`config.mk`:
```
export PLATFORM = sky130hd
export DESIGN_NAME = life_top
export DESIGN_NICKNAME = d
export VERILOG_FILES = /design/src/life_pkg.sv /design/src/board_display.sv /design/src/life_board.sv /design/src/life_control.sv /design/src/life_top.sv /design/src/uart_rx.sv /design/src/uart_tx.sv
export SDC_FILE = /design/constraint.sdc
export NUM_CORES = 1
export LEC_CHECK = 0
export ABC_AREA = 1
export BUFFER_PORTS_ARGS = -buffer_cell sky130_fd_sc_hd__buf_4
export CORE_MARGIN = 2
export CORE_UTILIZATION = 54
export CTS_BUF_LIST = sky130_fd_sc_hd__clkbuf_2 sky130_fd_sc_hd__clkbuf_4 sky130_fd_sc_hd__clkbuf_8
export DETAILED_ROUTE_END_ITERATION = 6
export GPL_TIMING_DRIVEN = 0
export PLACE_DENSITY_LB_ADDON = 0.25
export RECOVER_POWER = 100
export SLEW_MARGIN = 20
export SYNTH_ARGS = -nofsm -noshare
export SYNTH_HDL_FRONTEND = slang
export SYNTH_SLANG_ARGS = --single-unit
```
`constraint.sdc`:
```
create_clock -name clk -period 4.5 [get_ports clk]
set_clock_uncertainty 0.15 [all_clocks]
set_input_delay 0.675 -clock clk [delete_from_list [all_inputs] [get_ports clk]]
set_output_delay 0.675 -clock clk [all_outputs]
set_load 0.02 [all_outputs]
```
`src/life_pkg.sv`:
```
/* Game of Life shared definitions */

package life_pkg;

  // board geometry, 8x8 torus
  localparam int LOG_WIDTH = 3;
  localparam int LOG_HEIGHT = 3;
  localparam int BOARD_WIDTH = 2 ** LOG_WIDTH;
  localparam int BOARD_HEIGHT = 2 ** LOG_HEIGHT;
  localparam int BOARD_SIZE = BOARD_WIDTH * BOARD_HEIGHT;

  // one cell number, seen flat for storage or as row/col for wrapping
  typedef union packed {
    logic [LOG_WIDTH+LOG_HEIGHT-1:0] flat;
    struct packed {
      logic [LOG_HEIGHT-1:0] row;  // upper bits
      logic [LOG_WIDTH-1:0]  col;  // lower bits
    } rc;
  } cell_index_t;

  typedef logic [7:0] char_t;

  localparam char_t CHAR_ALIVE    = 8'h4f;  // 'O'
  localparam char_t CHAR_DEAD     = 8'h20;  // space
  localparam char_t CHAR_ESC      = 8'h1b;
  localparam char_t CHAR_LBRACKET = 8'h5b;  // '['
  localparam char_t CHAR_SEMI     = 8'h3b;  // ';'
  localparam char_t CHAR_HOME_H   = 8'h48;  // 'H'
  localparam char_t CHAR_CR       = 8'h0d;
  localparam char_t CHAR_LF       = 8'h0a;

  localparam char_t CMD_RANDOMIZE  = 8'h30;  // '0'
  localparam char_t CMD_STEP       = 8'h31;  // '1'
  localparam char_t CMD_RUN_TOGGLE = 8'h20;  // space

endpackage

```
`src/board_display.sv`:
```
/* Board frame printer */

`timescale 1ns/1ps

module board_display (
  input  logic                  clk,
  input  logic                  boot_reset,
  input  logic                  show_start,
  input  logic                  cell_rd_value,
  input  logic                  tx_ready,
  output life_pkg::cell_index_t cell_rd_index,
  output life_pkg::char_t       tx_data,
  output logic                  tx_valid,
  output logic                  show_done
);

  import life_pkg::*;

  localparam logic [1:0] D_IDLE = 2'd0, D_HOME = 2'd1, D_BODY = 2'd2;

  // column positions past the cells carry the line end
  localparam logic [LOG_WIDTH:0] COL_CR = (LOG_WIDTH+1)'(BOARD_WIDTH);
  localparam logic [LOG_WIDTH:0] COL_LF = (LOG_WIDTH+1)'(BOARD_WIDTH + 1);
  localparam logic [LOG_HEIGHT-1:0] ROW_LAST = LOG_HEIGHT'(BOARD_HEIGHT - 1);

  logic [1:0]            phase;
  logic [1:0]            home_pos;
  logic [LOG_HEIGHT-1:0] row;
  logic [LOG_WIDTH:0]    col;

  wire accept = tx_valid && tx_ready;

  always_comb begin
    cell_rd_index.rc.row = row;
    cell_rd_index.rc.col = col[LOG_WIDTH-1:0];
  end

  // byte for the current position, stable until the counters move
  always_comb begin
    tx_data = CHAR_DEAD;
    case (phase)
      D_HOME: begin
        case (home_pos)
          2'd0: tx_data = CHAR_ESC;
          2'd1: tx_data = CHAR_LBRACKET;
          2'd2: tx_data = CHAR_SEMI;
          default: tx_data = CHAR_HOME_H;
        endcase
      end
      D_BODY: begin
        if (!col[LOG_WIDTH]) tx_data = cell_rd_value ? CHAR_ALIVE : CHAR_DEAD;
        else if (col == COL_CR) tx_data = CHAR_CR;
        else tx_data = CHAR_LF;
      end
      default: ;
    endcase
  end

  always_ff @(posedge clk) begin
    if (boot_reset) begin
      phase <= D_IDLE;
      home_pos <= '0;
      row <= '0;
      col <= '0;
      tx_valid <= 1'b0;
      show_done <= 1'b0;
    end else begin
      show_done <= 1'b0;
      case (phase)
        D_IDLE: begin
          if (show_start) begin
            phase <= D_HOME;
            home_pos <= '0;
            tx_valid <= 1'b1;
          end
        end
        D_HOME: begin
          if (accept) begin
            home_pos <= home_pos + 1'b1;
            if (home_pos == 2'd3) begin
              phase <= D_BODY;
              row <= '0;
              col <= '0;
            end
          end
        end
        D_BODY: begin
          if (accept) begin
            if (col == COL_LF) begin  // row finished
              col <= '0;
              row <= row + 1'b1;
              if (row == ROW_LAST) begin
                phase <= D_IDLE;
                tx_valid <= 1'b0;
                show_done <= 1'b1;
              end
            end else begin
              col <= col + 1'b1;
            end
          end
        end
        default: phase <= D_IDLE;
      endcase
    end
  end

endmodule

```
`src/life_board.sv`:
```
/* Life board engine */

`timescale 1ns/1ps

module life_board (
  input  logic                  clk,
  input  logic                  boot_reset,
  input  logic                  rand_start,
  input  logic                  step_start,
  input  life_pkg::cell_index_t cell_rd_index,
  output logic                  cell_rd_value,
  output logic                  board_done
);

  import life_pkg::*;

  localparam int IDX_W = $bits(cell_index_t);
  localparam logic [IDX_W-1:0] LAST_CELL = IDX_W'(BOARD_SIZE - 1);

  localparam logic [1:0] B_IDLE = 2'd0, B_FILL = 2'd1, B_COUNT = 2'd2, B_COPY = 2'd3;

  logic [BOARD_SIZE-1:0] cur_board;
  logic [BOARD_SIZE-1:0] next_board;
  logic [15:0]           lfsr;

  logic [1:0]      state;
  cell_index_t     idx;      // cell being filled, counted or copied
  cell_index_t     nbr;      // neighbour currently read
  logic [3:0]      nbr_sel;  // 0..7 neighbours, 8 applies the rule
  logic [3:0]      nbr_sum;
  logic [LOG_HEIGHT-1:0] drow;
  logic [LOG_WIDTH-1:0]  dcol;
  logic            next_alive;

  assign cell_rd_value = cur_board[cell_rd_index.flat];

  // x^16 + x^14 + x^13 + x^11 + 1, free running
  always_ff @(posedge clk) begin
    if (boot_reset) begin
      lfsr <= 16'hace1;
    end else begin
      lfsr <= {lfsr[14:0], lfsr[15] ^ lfsr[13] ^ lfsr[12] ^ lfsr[10]};
    end
  end

  // neighbour offsets, all ones is -1 and wraps the torus
  always_comb begin
    case (nbr_sel[2:0])
      3'd0: begin drow = '1; dcol = '1; end
      3'd1: begin drow = '1; dcol = '0; end
      3'd2: begin drow = '1; dcol = 1;  end
      3'd3: begin drow = '0; dcol = '1; end
      3'd4: begin drow = '0; dcol = 1;  end
      3'd5: begin drow = 1;  dcol = '1; end
      3'd6: begin drow = 1;  dcol = '0; end
      default: begin drow = 1; dcol = 1; end
    endcase
    nbr.rc.row = idx.rc.row + drow;  // modulo 8 by width
    nbr.rc.col = idx.rc.col + dcol;
  end

  assign next_alive = (nbr_sum == 4'd3) || (cur_board[idx.flat] && nbr_sum == 4'd2);

  always_ff @(posedge clk) begin
    case (state)
      B_FILL:  cur_board[idx.flat] <= lfsr[0];
      B_COUNT: if (nbr_sel[3]) next_board[idx.flat] <= next_alive;
      B_COPY:  cur_board[idx.flat] <= next_board[idx.flat];
      default: ;
    endcase
  end

  always_ff @(posedge clk) begin
    if (boot_reset) begin
      state <= B_IDLE;
      idx <= '0;
      nbr_sel <= '0;
      nbr_sum <= '0;
      board_done <= 1'b0;
    end else begin
      board_done <= 1'b0;
      case (state)
        B_IDLE: begin
          idx <= '0;
          nbr_sel <= '0;
          nbr_sum <= '0;
          if (rand_start) state <= B_FILL;
          else if (step_start) state <= B_COUNT;
        end
        B_FILL, B_COPY: begin
          idx.flat <= idx.flat + 1'b1;
          if (idx.flat == LAST_CELL) begin
            board_done <= 1'b1;
            state <= B_IDLE;
          end
        end
        B_COUNT: begin
          if (!nbr_sel[3]) begin  // one neighbour per clock
            nbr_sum <= nbr_sum + {3'b000, cur_board[nbr.flat]};
            nbr_sel <= nbr_sel + 1'b1;
          end else begin
            nbr_sel <= '0;
            nbr_sum <= '0;
            idx.flat <= idx.flat + 1'b1;
            if (idx.flat == LAST_CELL) state <= B_COPY;  // idx wraps to 0
          end
        end
        default: state <= B_IDLE;
      endcase
    end
  end

endmodule

```
`src/life_control.sv`:
```
/* Command decoder and run control */

`timescale 1ns/1ps

module life_control #(
  parameter int UPDATE_INTERVAL = 10_000_000
) (
  input  logic             clk,
  input  logic             boot_reset,
  input  life_pkg::char_t  rx_data,
  input  logic             rx_valid,
  input  logic             board_done,
  input  logic             show_done,
  output logic             rand_start,
  output logic             step_start,
  output logic             show_start
);

  import life_pkg::*;

  localparam int TIMER_W = $clog2(UPDATE_INTERVAL + 1);
  localparam logic [TIMER_W-1:0] TIMER_LAST = TIMER_W'(UPDATE_INTERVAL - 1);

  localparam logic [2:0] S_WAIT_FIRST = 3'd0;
  localparam logic [2:0] S_RANDOMIZE  = 3'd1;
  localparam logic [2:0] S_STEP       = 3'd2;
  localparam logic [2:0] S_SHOW       = 3'd3;
  localparam logic [2:0] S_IDLE       = 3'd4;

  logic [2:0]         state;
  logic               running;  // automatic stepping enabled
  logic [TIMER_W-1:0] timer;

  always_ff @(posedge clk) begin
    if (boot_reset) begin
      state <= S_WAIT_FIRST;
      running <= 1'b0;
      timer <= '0;
      rand_start <= 1'b0;
      step_start <= 1'b0;
      show_start <= 1'b0;
    end else begin
      rand_start <= 1'b0;
      step_start <= 1'b0;
      show_start <= 1'b0;
      case (state)
        S_WAIT_FIRST: begin
          if (rx_valid) begin  // any byte kicks off the first board
            rand_start <= 1'b1;
            state <= S_RANDOMIZE;
          end
        end
        S_RANDOMIZE, S_STEP: begin
          if (board_done) begin  // every board change is followed by a frame
            show_start <= 1'b1;
            state <= S_SHOW;
          end
        end
        S_SHOW: begin
          if (show_done) state <= S_IDLE;
        end
        S_IDLE: begin
          if (rx_valid) begin
            case (rx_data)
              CMD_RANDOMIZE: begin
                rand_start <= 1'b1;
                state <= S_RANDOMIZE;
              end
              CMD_STEP: begin
                if (running) begin  // '1' doubles as stop
                  running <= 1'b0;
                  timer <= '0;
                end else begin
                  step_start <= 1'b1;
                  state <= S_STEP;
                end
              end
              CMD_RUN_TOGGLE: begin
                running <= ~running;
                timer <= '0;
              end
              default: ;  // unknown byte
            endcase
          end else if (running) begin
            if (timer == TIMER_LAST) begin
              timer <= '0;
              step_start <= 1'b1;
              state <= S_STEP;
            end else begin
              timer <= timer + 1'b1;
            end
          end
        end
        default: state <= S_IDLE;
      endcase
    end
  end

endmodule

```
`src/life_top.sv`:
```
/* Game of Life over UART */

`timescale 1ns/1ps

module life_top #(
  parameter int CLOCK_RATE      = 50_000_000,
  parameter int BAUD_RATE       = 115_200,
  parameter int UPDATE_INTERVAL = CLOCK_RATE / 5  // 5 generations per second
) (
  input  logic clk,
  input  logic boot_reset,
  input  logic uart_rx_line,
  output logic uart_tx_line
);

  import life_pkg::*;

  char_t       rx_data;
  logic        rx_valid;
  char_t       tx_data;
  logic        tx_valid;
  logic        tx_ready;
  logic        rand_start;
  logic        step_start;
  logic        show_start;
  logic        board_done;
  logic        show_done;
  cell_index_t cell_rd_index;
  logic        cell_rd_value;

  uart_rx #(
    .CLOCK_RATE(CLOCK_RATE),
    .BAUD_RATE(BAUD_RATE)
  ) uart_rx_inst (
    .clk(clk),
    .boot_reset(boot_reset),
    .uart_rx_line(uart_rx_line),
    .rx_data(rx_data),
    .rx_valid(rx_valid)
  );

  uart_tx #(
    .CLOCK_RATE(CLOCK_RATE),
    .BAUD_RATE(BAUD_RATE)
  ) uart_tx_inst (
    .clk(clk),
    .boot_reset(boot_reset),
    .tx_data(tx_data),
    .tx_valid(tx_valid),
    .tx_ready(tx_ready),
    .uart_tx_line(uart_tx_line)
  );

  life_control #(
    .UPDATE_INTERVAL(UPDATE_INTERVAL)
  ) life_control_inst (
    .clk(clk),
    .boot_reset(boot_reset),
    .rx_data(rx_data),
    .rx_valid(rx_valid),
    .board_done(board_done),
    .show_done(show_done),
    .rand_start(rand_start),
    .step_start(step_start),
    .show_start(show_start)
  );

  life_board life_board_inst (
    .clk(clk),
    .boot_reset(boot_reset),
    .rand_start(rand_start),
    .step_start(step_start),
    .cell_rd_index(cell_rd_index),
    .cell_rd_value(cell_rd_value),
    .board_done(board_done)
  );

  board_display board_display_inst (
    .clk(clk),
    .boot_reset(boot_reset),
    .show_start(show_start),
    .cell_rd_value(cell_rd_value),
    .tx_ready(tx_ready),
    .cell_rd_index(cell_rd_index),
    .tx_data(tx_data),
    .tx_valid(tx_valid),
    .show_done(show_done)
  );

endmodule

```
`src/uart_rx.sv`:
```
/* UART receiver, 8N1 */

`timescale 1ns/1ps

module uart_rx #(
  parameter int CLOCK_RATE = 50_000_000,
  parameter int BAUD_RATE  = 115_200
) (
  input  logic             clk,
  input  logic             boot_reset,
  input  logic             uart_rx_line,
  output life_pkg::char_t  rx_data,
  output logic             rx_valid
);

  localparam int CLKS_PER_BIT = CLOCK_RATE / BAUD_RATE;
  localparam int CNT_W = $clog2(CLKS_PER_BIT);
  localparam logic [CNT_W-1:0] CNT_LAST = CNT_W'(CLKS_PER_BIT - 1);
  localparam logic [CNT_W-1:0] CNT_HALF = CNT_W'(CLKS_PER_BIT / 2 - 1);

  localparam logic [1:0] R_IDLE = 2'd0, R_START = 2'd1, R_DATA = 2'd2, R_STOP = 2'd3;

  logic [1:0]       state;
  logic [1:0]       line_sync;  // two-flop synchronizer
  logic [CNT_W-1:0] cnt;
  logic [2:0]       bit_idx;
  logic [7:0]       shift;

  wire line_in = line_sync[1];

  always_ff @(posedge clk) begin
    if (boot_reset) begin
      line_sync <= 2'b11;
    end else begin
      line_sync <= {line_sync[0], uart_rx_line};
    end
  end

  always_ff @(posedge clk) begin
    if (boot_reset) begin
      state <= R_IDLE;
      cnt <= '0;
      bit_idx <= '0;
      rx_valid <= 1'b0;
    end else begin
      rx_valid <= 1'b0;
      case (state)
        R_IDLE: begin
          cnt <= '0;
          if (!line_in) state <= R_START;  // falling edge of start bit
        end
        R_START: begin
          if (cnt == CNT_HALF) begin
            cnt <= '0;
            bit_idx <= '0;
            state <= line_in ? R_IDLE : R_DATA;  // glitch, not a start bit
          end else begin
            cnt <= cnt + 1'b1;
          end
        end
        R_DATA: begin
          if (cnt == CNT_LAST) begin
            cnt <= '0;
            shift <= {line_in, shift[7:1]};  // lsb first
            bit_idx <= bit_idx + 1'b1;
            if (bit_idx == 3'd7) state <= R_STOP;
          end else begin
            cnt <= cnt + 1'b1;
          end
        end
        default: begin
          if (cnt == CNT_LAST) begin
            state <= R_IDLE;
            if (line_in) begin
              rx_data <= shift;
              rx_valid <= 1'b1;
            end
          end else begin
            cnt <= cnt + 1'b1;
          end
        end
      endcase
    end
  end

endmodule

```
`src/uart_tx.sv`:
```
/* UART transmitter, 8N1 */

`timescale 1ns/1ps

module uart_tx #(
  parameter int CLOCK_RATE = 50_000_000,
  parameter int BAUD_RATE  = 115_200
) (
  input  logic             clk,
  input  logic             boot_reset,
  input  life_pkg::char_t  tx_data,
  input  logic             tx_valid,
  output logic             tx_ready,
  output logic             uart_tx_line
);

  localparam int CLKS_PER_BIT = CLOCK_RATE / BAUD_RATE;
  localparam int CNT_W = $clog2(CLKS_PER_BIT);
  localparam logic [CNT_W-1:0] CNT_LAST = CNT_W'(CLKS_PER_BIT - 1);

  localparam logic [1:0] T_IDLE = 2'd0, T_START = 2'd1, T_DATA = 2'd2, T_STOP = 2'd3;

  logic [1:0]       state;
  logic [CNT_W-1:0] cnt;
  logic [2:0]       bit_idx;
  logic [7:0]       shift;

  assign tx_ready = (state == T_IDLE);

  always_ff @(posedge clk) begin
    if (boot_reset) begin
      state <= T_IDLE;
      cnt <= '0;
      bit_idx <= '0;
      uart_tx_line <= 1'b1;  // line idles high
    end else begin
      case (state)
        T_IDLE: begin
          cnt <= '0;
          if (tx_valid) begin
            shift <= tx_data;
            uart_tx_line <= 1'b0;  // start bit
            state <= T_START;
          end
        end
        T_START, T_DATA: begin
          if (cnt == CNT_LAST) begin
            cnt <= '0;
            if (state == T_DATA && bit_idx == 3'd7) begin
              uart_tx_line <= 1'b1;  // stop bit
              state <= T_STOP;
            end else begin
              uart_tx_line <= shift[0];
              shift <= {1'b1, shift[7:1]};
              bit_idx <= (state == T_START) ? 3'd0 : bit_idx + 1'b1;
              state <= T_DATA;
            end
          end else begin
            cnt <= cnt + 1'b1;
          end
        end
        default: begin
          if (cnt == CNT_LAST) state <= T_IDLE;
          else cnt <= cnt + 1'b1;
        end
      endcase
    end
  end

endmodule
```
==> flow_metrics.env <==
export IMPL_fin_ws_ns=0.155
export IMPL_clock_path_buffers=3
export IMPL_syn_area_per_cell_sq_um=7.88
export IMPL_drv_slew=0
export IMPL_worstMarginPinSlew_ns=1.45
export IMPL_starting_drc_count_in_detailed_routing=1788
export IMPL_mostFrequentLayoutCell="nand2_1"
export IMPL_i_o_pin_cnt=4
export IMPL_first_global_vias=11381
export IMPL_ys_dominant_reg_cell="edfxtp_1"
export IMPL_routedWlPerCell_um=18.3
export IMPL_crit_path_end_kind="register"
export IMPL_via_count=12457
export IMPL_count_of_distinct_cell_types_in_the_synthesized_netlist=49
export IMPL_cts_sinks=261
export IMPL_tritoncts="built"
export IMPL_fp_dieArea_sq_um=26900
export IMPL_timing_hold_violations_final=0
export IMPL_final_setup_viol_count=0
export IMPL_wl_um=39600
export IMPL_buffer_ports_inserted=3
export IMPL_worst_path_max_fanout=10
export IMPL_antenna_diode_count=0
export IMPL_setup_cp_type="register to register"
export IMPL_cell_row_count=58
export IMPL_cts_root_buffer_cell="clkbuf_8"
export IMPL_cts_buffers_inserted=44
export IMPL_postSynthRegisterBits=261
export IMPL_worst_slew_margin_rel_pct=2.30
export IMPL_final_antenna_net_count=0
export IMPL_effective_utilization_at_floorplan_pct=55.0
export IMPL_fill_cells=2231
export IMPL_gpl_final_weighted_congestion=0.982
export IMPL_synth_yosys_seq_area_share_pct=48.7
export IMPL_layout_area_overhead_vs_synth_pct=8.72
export IMPL_design_power_total_w=0.00553
export IMPL_max_freq_ghz=0.230
export IMPL_setup_total_negative_slack_ns=0
export IMPL_finish_net_count=1847
export IMPL_floorplan_die_height_um=164
export IMPL_fin_crit_ns=4.34
export IMPL_synth_warning_count=0
export IMPL_route_detailed_vias_per_inst=5.74
export IMPL_count_of_flip_flops_with_a_built_in_enable_after_synthesis=152
export IMPL_synthesis_nets=1797
export IMPL_clock_latency_ns=0.57
export IMPL_grt_overflow=0
export IMPL_failed_checks="DRC"
export IMPL_register_area_sq_um=6750
export IMPL_antenna_found_initial=0
export IMPL_multiInputGateArea_sq_um=5980
export IMPL_period_utilization_pct=96.5
export IMPL_worst_setup_path_start_kind="register"
export IMPL_layout_drive_gt1_share_pct=5.87
export IMPL_grt_first_pass_wirelength_um=61400
export IMPL_core_area_sq_um=25200
export IMPL_powerDensity_nw_per_um2=367
export IMPL_clkSlewWorstSetupHoldPaths_ns=0.06
export IMPL_clock_tree_htree_level_count=2
export IMPL_drt_first_pass_iters=7
export IMPL_mostFrequentLayoutCells="nand2_1 (368), nor2_1 (347), inv_1 (180)"
export IMPL_drv_max_cap_violation_count=0
export IMPL_outcome="finished, violations left"
export IMPL_grt_start_max_net_pins=44
export IMPL_critPathArrivalTime_ns=4.49
export IMPL_post_route_util_pct=59.8
export IMPL_post_synth_inst_count=1756
export IMPL_fp_dieW_um=164
export IMPL_post_synth_instance_area_sq_um=13800
export IMPL_ys_async_sr_fraction_pct=0
export IMPL_static_leakage_power_nw=5.62
export IMPL_grt_usage_pct=29.6
export IMPL_grt_setup_unrepaired="no"
export IMPL_post_route_drc_count=3
export IMPL_hold_path_class="input pin to register"
export IMPL_max_vdd_ir_drop_mv=0.219
export IMPL_detailed_place_hpwl_um=29000
export IMPL_required_ns=4.65
export IMPL_dpl_worst_slack_ns=0.381
==> registers in the layout, summed over array words and instances (netlist names), 2 cells and up <==
signal	count
board_display_inst.col	4
uart_rx_inst.shift	8
board_display_inst.row	3
board_display_inst.phase	2
board_display_inst.home_pos	2
life_control_inst.state	3
uart_rx_inst.cnt	9
life_board_inst.nbr_sum	4
life_board_inst.idx	6
life_board_inst.cur_board	64
life_board_inst.lfsr	16
uart_tx_inst.state	2
uart_rx_inst.state	2
life_board_inst.state	2
uart_tx_inst.shift	8
uart_tx_inst.cnt	9
uart_rx_inst.rx_data	8
life_board_inst.next_board	64
uart_tx_inst.bit_idx	3
life_control_inst.timer	24
life_board_inst.nbr_sel	4
uart_rx_inst.bit_idx	3
uart_rx_inst.line_sync	2
==> power by group <==
| part | internal [W] | switching, W |
|---|---|---|
| sequential | 0.00256 | 0.0000400 |
| combinational | 0.000244 | 0.000555 |
| clock | 0.00115 | 0.000976 |
| total | 0.00396 | 0.00157 |
==> cell usage after synthesis, types with 16 or more instances <==
| library cell | n | area (sq um) |
|---|---|---|
| clkbuf_1 | 38 | 143 |
| nand2_1 | 367 | 1380 |
| nor3_1 | 30 | 150 |
| o211ai_1 | 18 | 135 |
| o21ai_0 | 91 | 455 |
| nor2_1 | 345 | 1290 |
| xor2_1 | 16 | 140 |
| nand3_1 | 92 | 460 |
| dfxtp_1 | 109 | 2180 |
| nand4_1 | 40 | 250 |
| edfxtp_1 | 152 | 4560 |
| inv_1 | 174 | 653 |
| ha_1 | 36 | 450 |
| a21oi_1 | 91 | 455 |
==> metrics by stage <==
stage	hold WS [ns]	area (sq um)	std cells
after CTS	0.126	15200	2169
after global routing	0.147	15000	2169
final	0.155	15000	2169
after detailed placement	0.245	14300	2090
after floorplan	0.238	13800	1756
after global placement	0.239	14300	2089
==> cell families after synthesis <==
family	synth area share, %
AND/OR/NAND/NOR	28.4
flip-flops	48.7
buffers and inverters	7.55
AO/OA/AOI/OAI	10.2
adder cells (fa/ha/maj)	3.54
XOR/XNOR	1.52
multiplexers	0.0723
==> final cells by class <==
type	count	share of cell area, %
Sequential cell	261	44.8
Multi-Input combinational cell	1237	39.7
Clock buffer	64	5.35
Inverter	189	4.74
Tap cell	330	2.74
Buffer	69	1.93
Clock inverter	15	0.524
Timing Repair Buffer	4	0.175
==> worst max-delay path, stage by stage (launching register included) <==
cell and delay (ns):
dfxtp_1 0.31, clkbuf_1 0.41, clkinvlp_2 0.45, nand3_1 0.33
inv_1 0.20, clkbuf_1 0.38, o2bb2ai_1 0.23, nor2_1 0.23
a21oi_1 0.15, nor2_1 0.18, nand3_2 0.10, nand2_1 0.41
clkbuf_1 0.45, nor2_1 0.10
==> layer usage <==
| metal | GRT usage (%) | up-vias | part of all wire [%] |
|---|---|---|---|
| met5 | 0 | - | 0 |
| met4 | 12.0 | 0 | 3.5 |
| met3 | 6.41 | 108 | 13 |
| met2 | 42.3 | 701 | 41 |
| met1 | 43.4 | 5714 | 43 |
| li1 | - | 5934 | - |
==> timing repair <==
item	CTS	global route
endpoints found under the setup margin	0	2
hold buffers	0	0
resized for setup	0	4
buffers inserted	0	0
hold endpoints to repair	0	0
==> path summary, 6_finish.rpt <==
check / startpoint / endpoint / slack, ns / depth (start not counted)
max: life_board_inst.idx[2]$_SDFFE_PP0N_ / life_board_inst.cur_board[35]$_DFFE_PP_ / 0.16 / 13
min: uart_rx_line / uart_rx_inst.line_sync[0]$_SDFF_PP1_ / 0.16 / 2
max reg2reg: life_board_inst.idx[2]$_SDFFE_PP0N_ / life_board_inst.cur_board[35]$_DFFE_PP_ / 0.16 / 13
min reg2reg: life_board_inst.lfsr[7]$_SDFF_PP1_ / life_board_inst.lfsr[8]$_SDFF_PP0_ / 0.25 / 2
(Power assumes the default switching activity.)
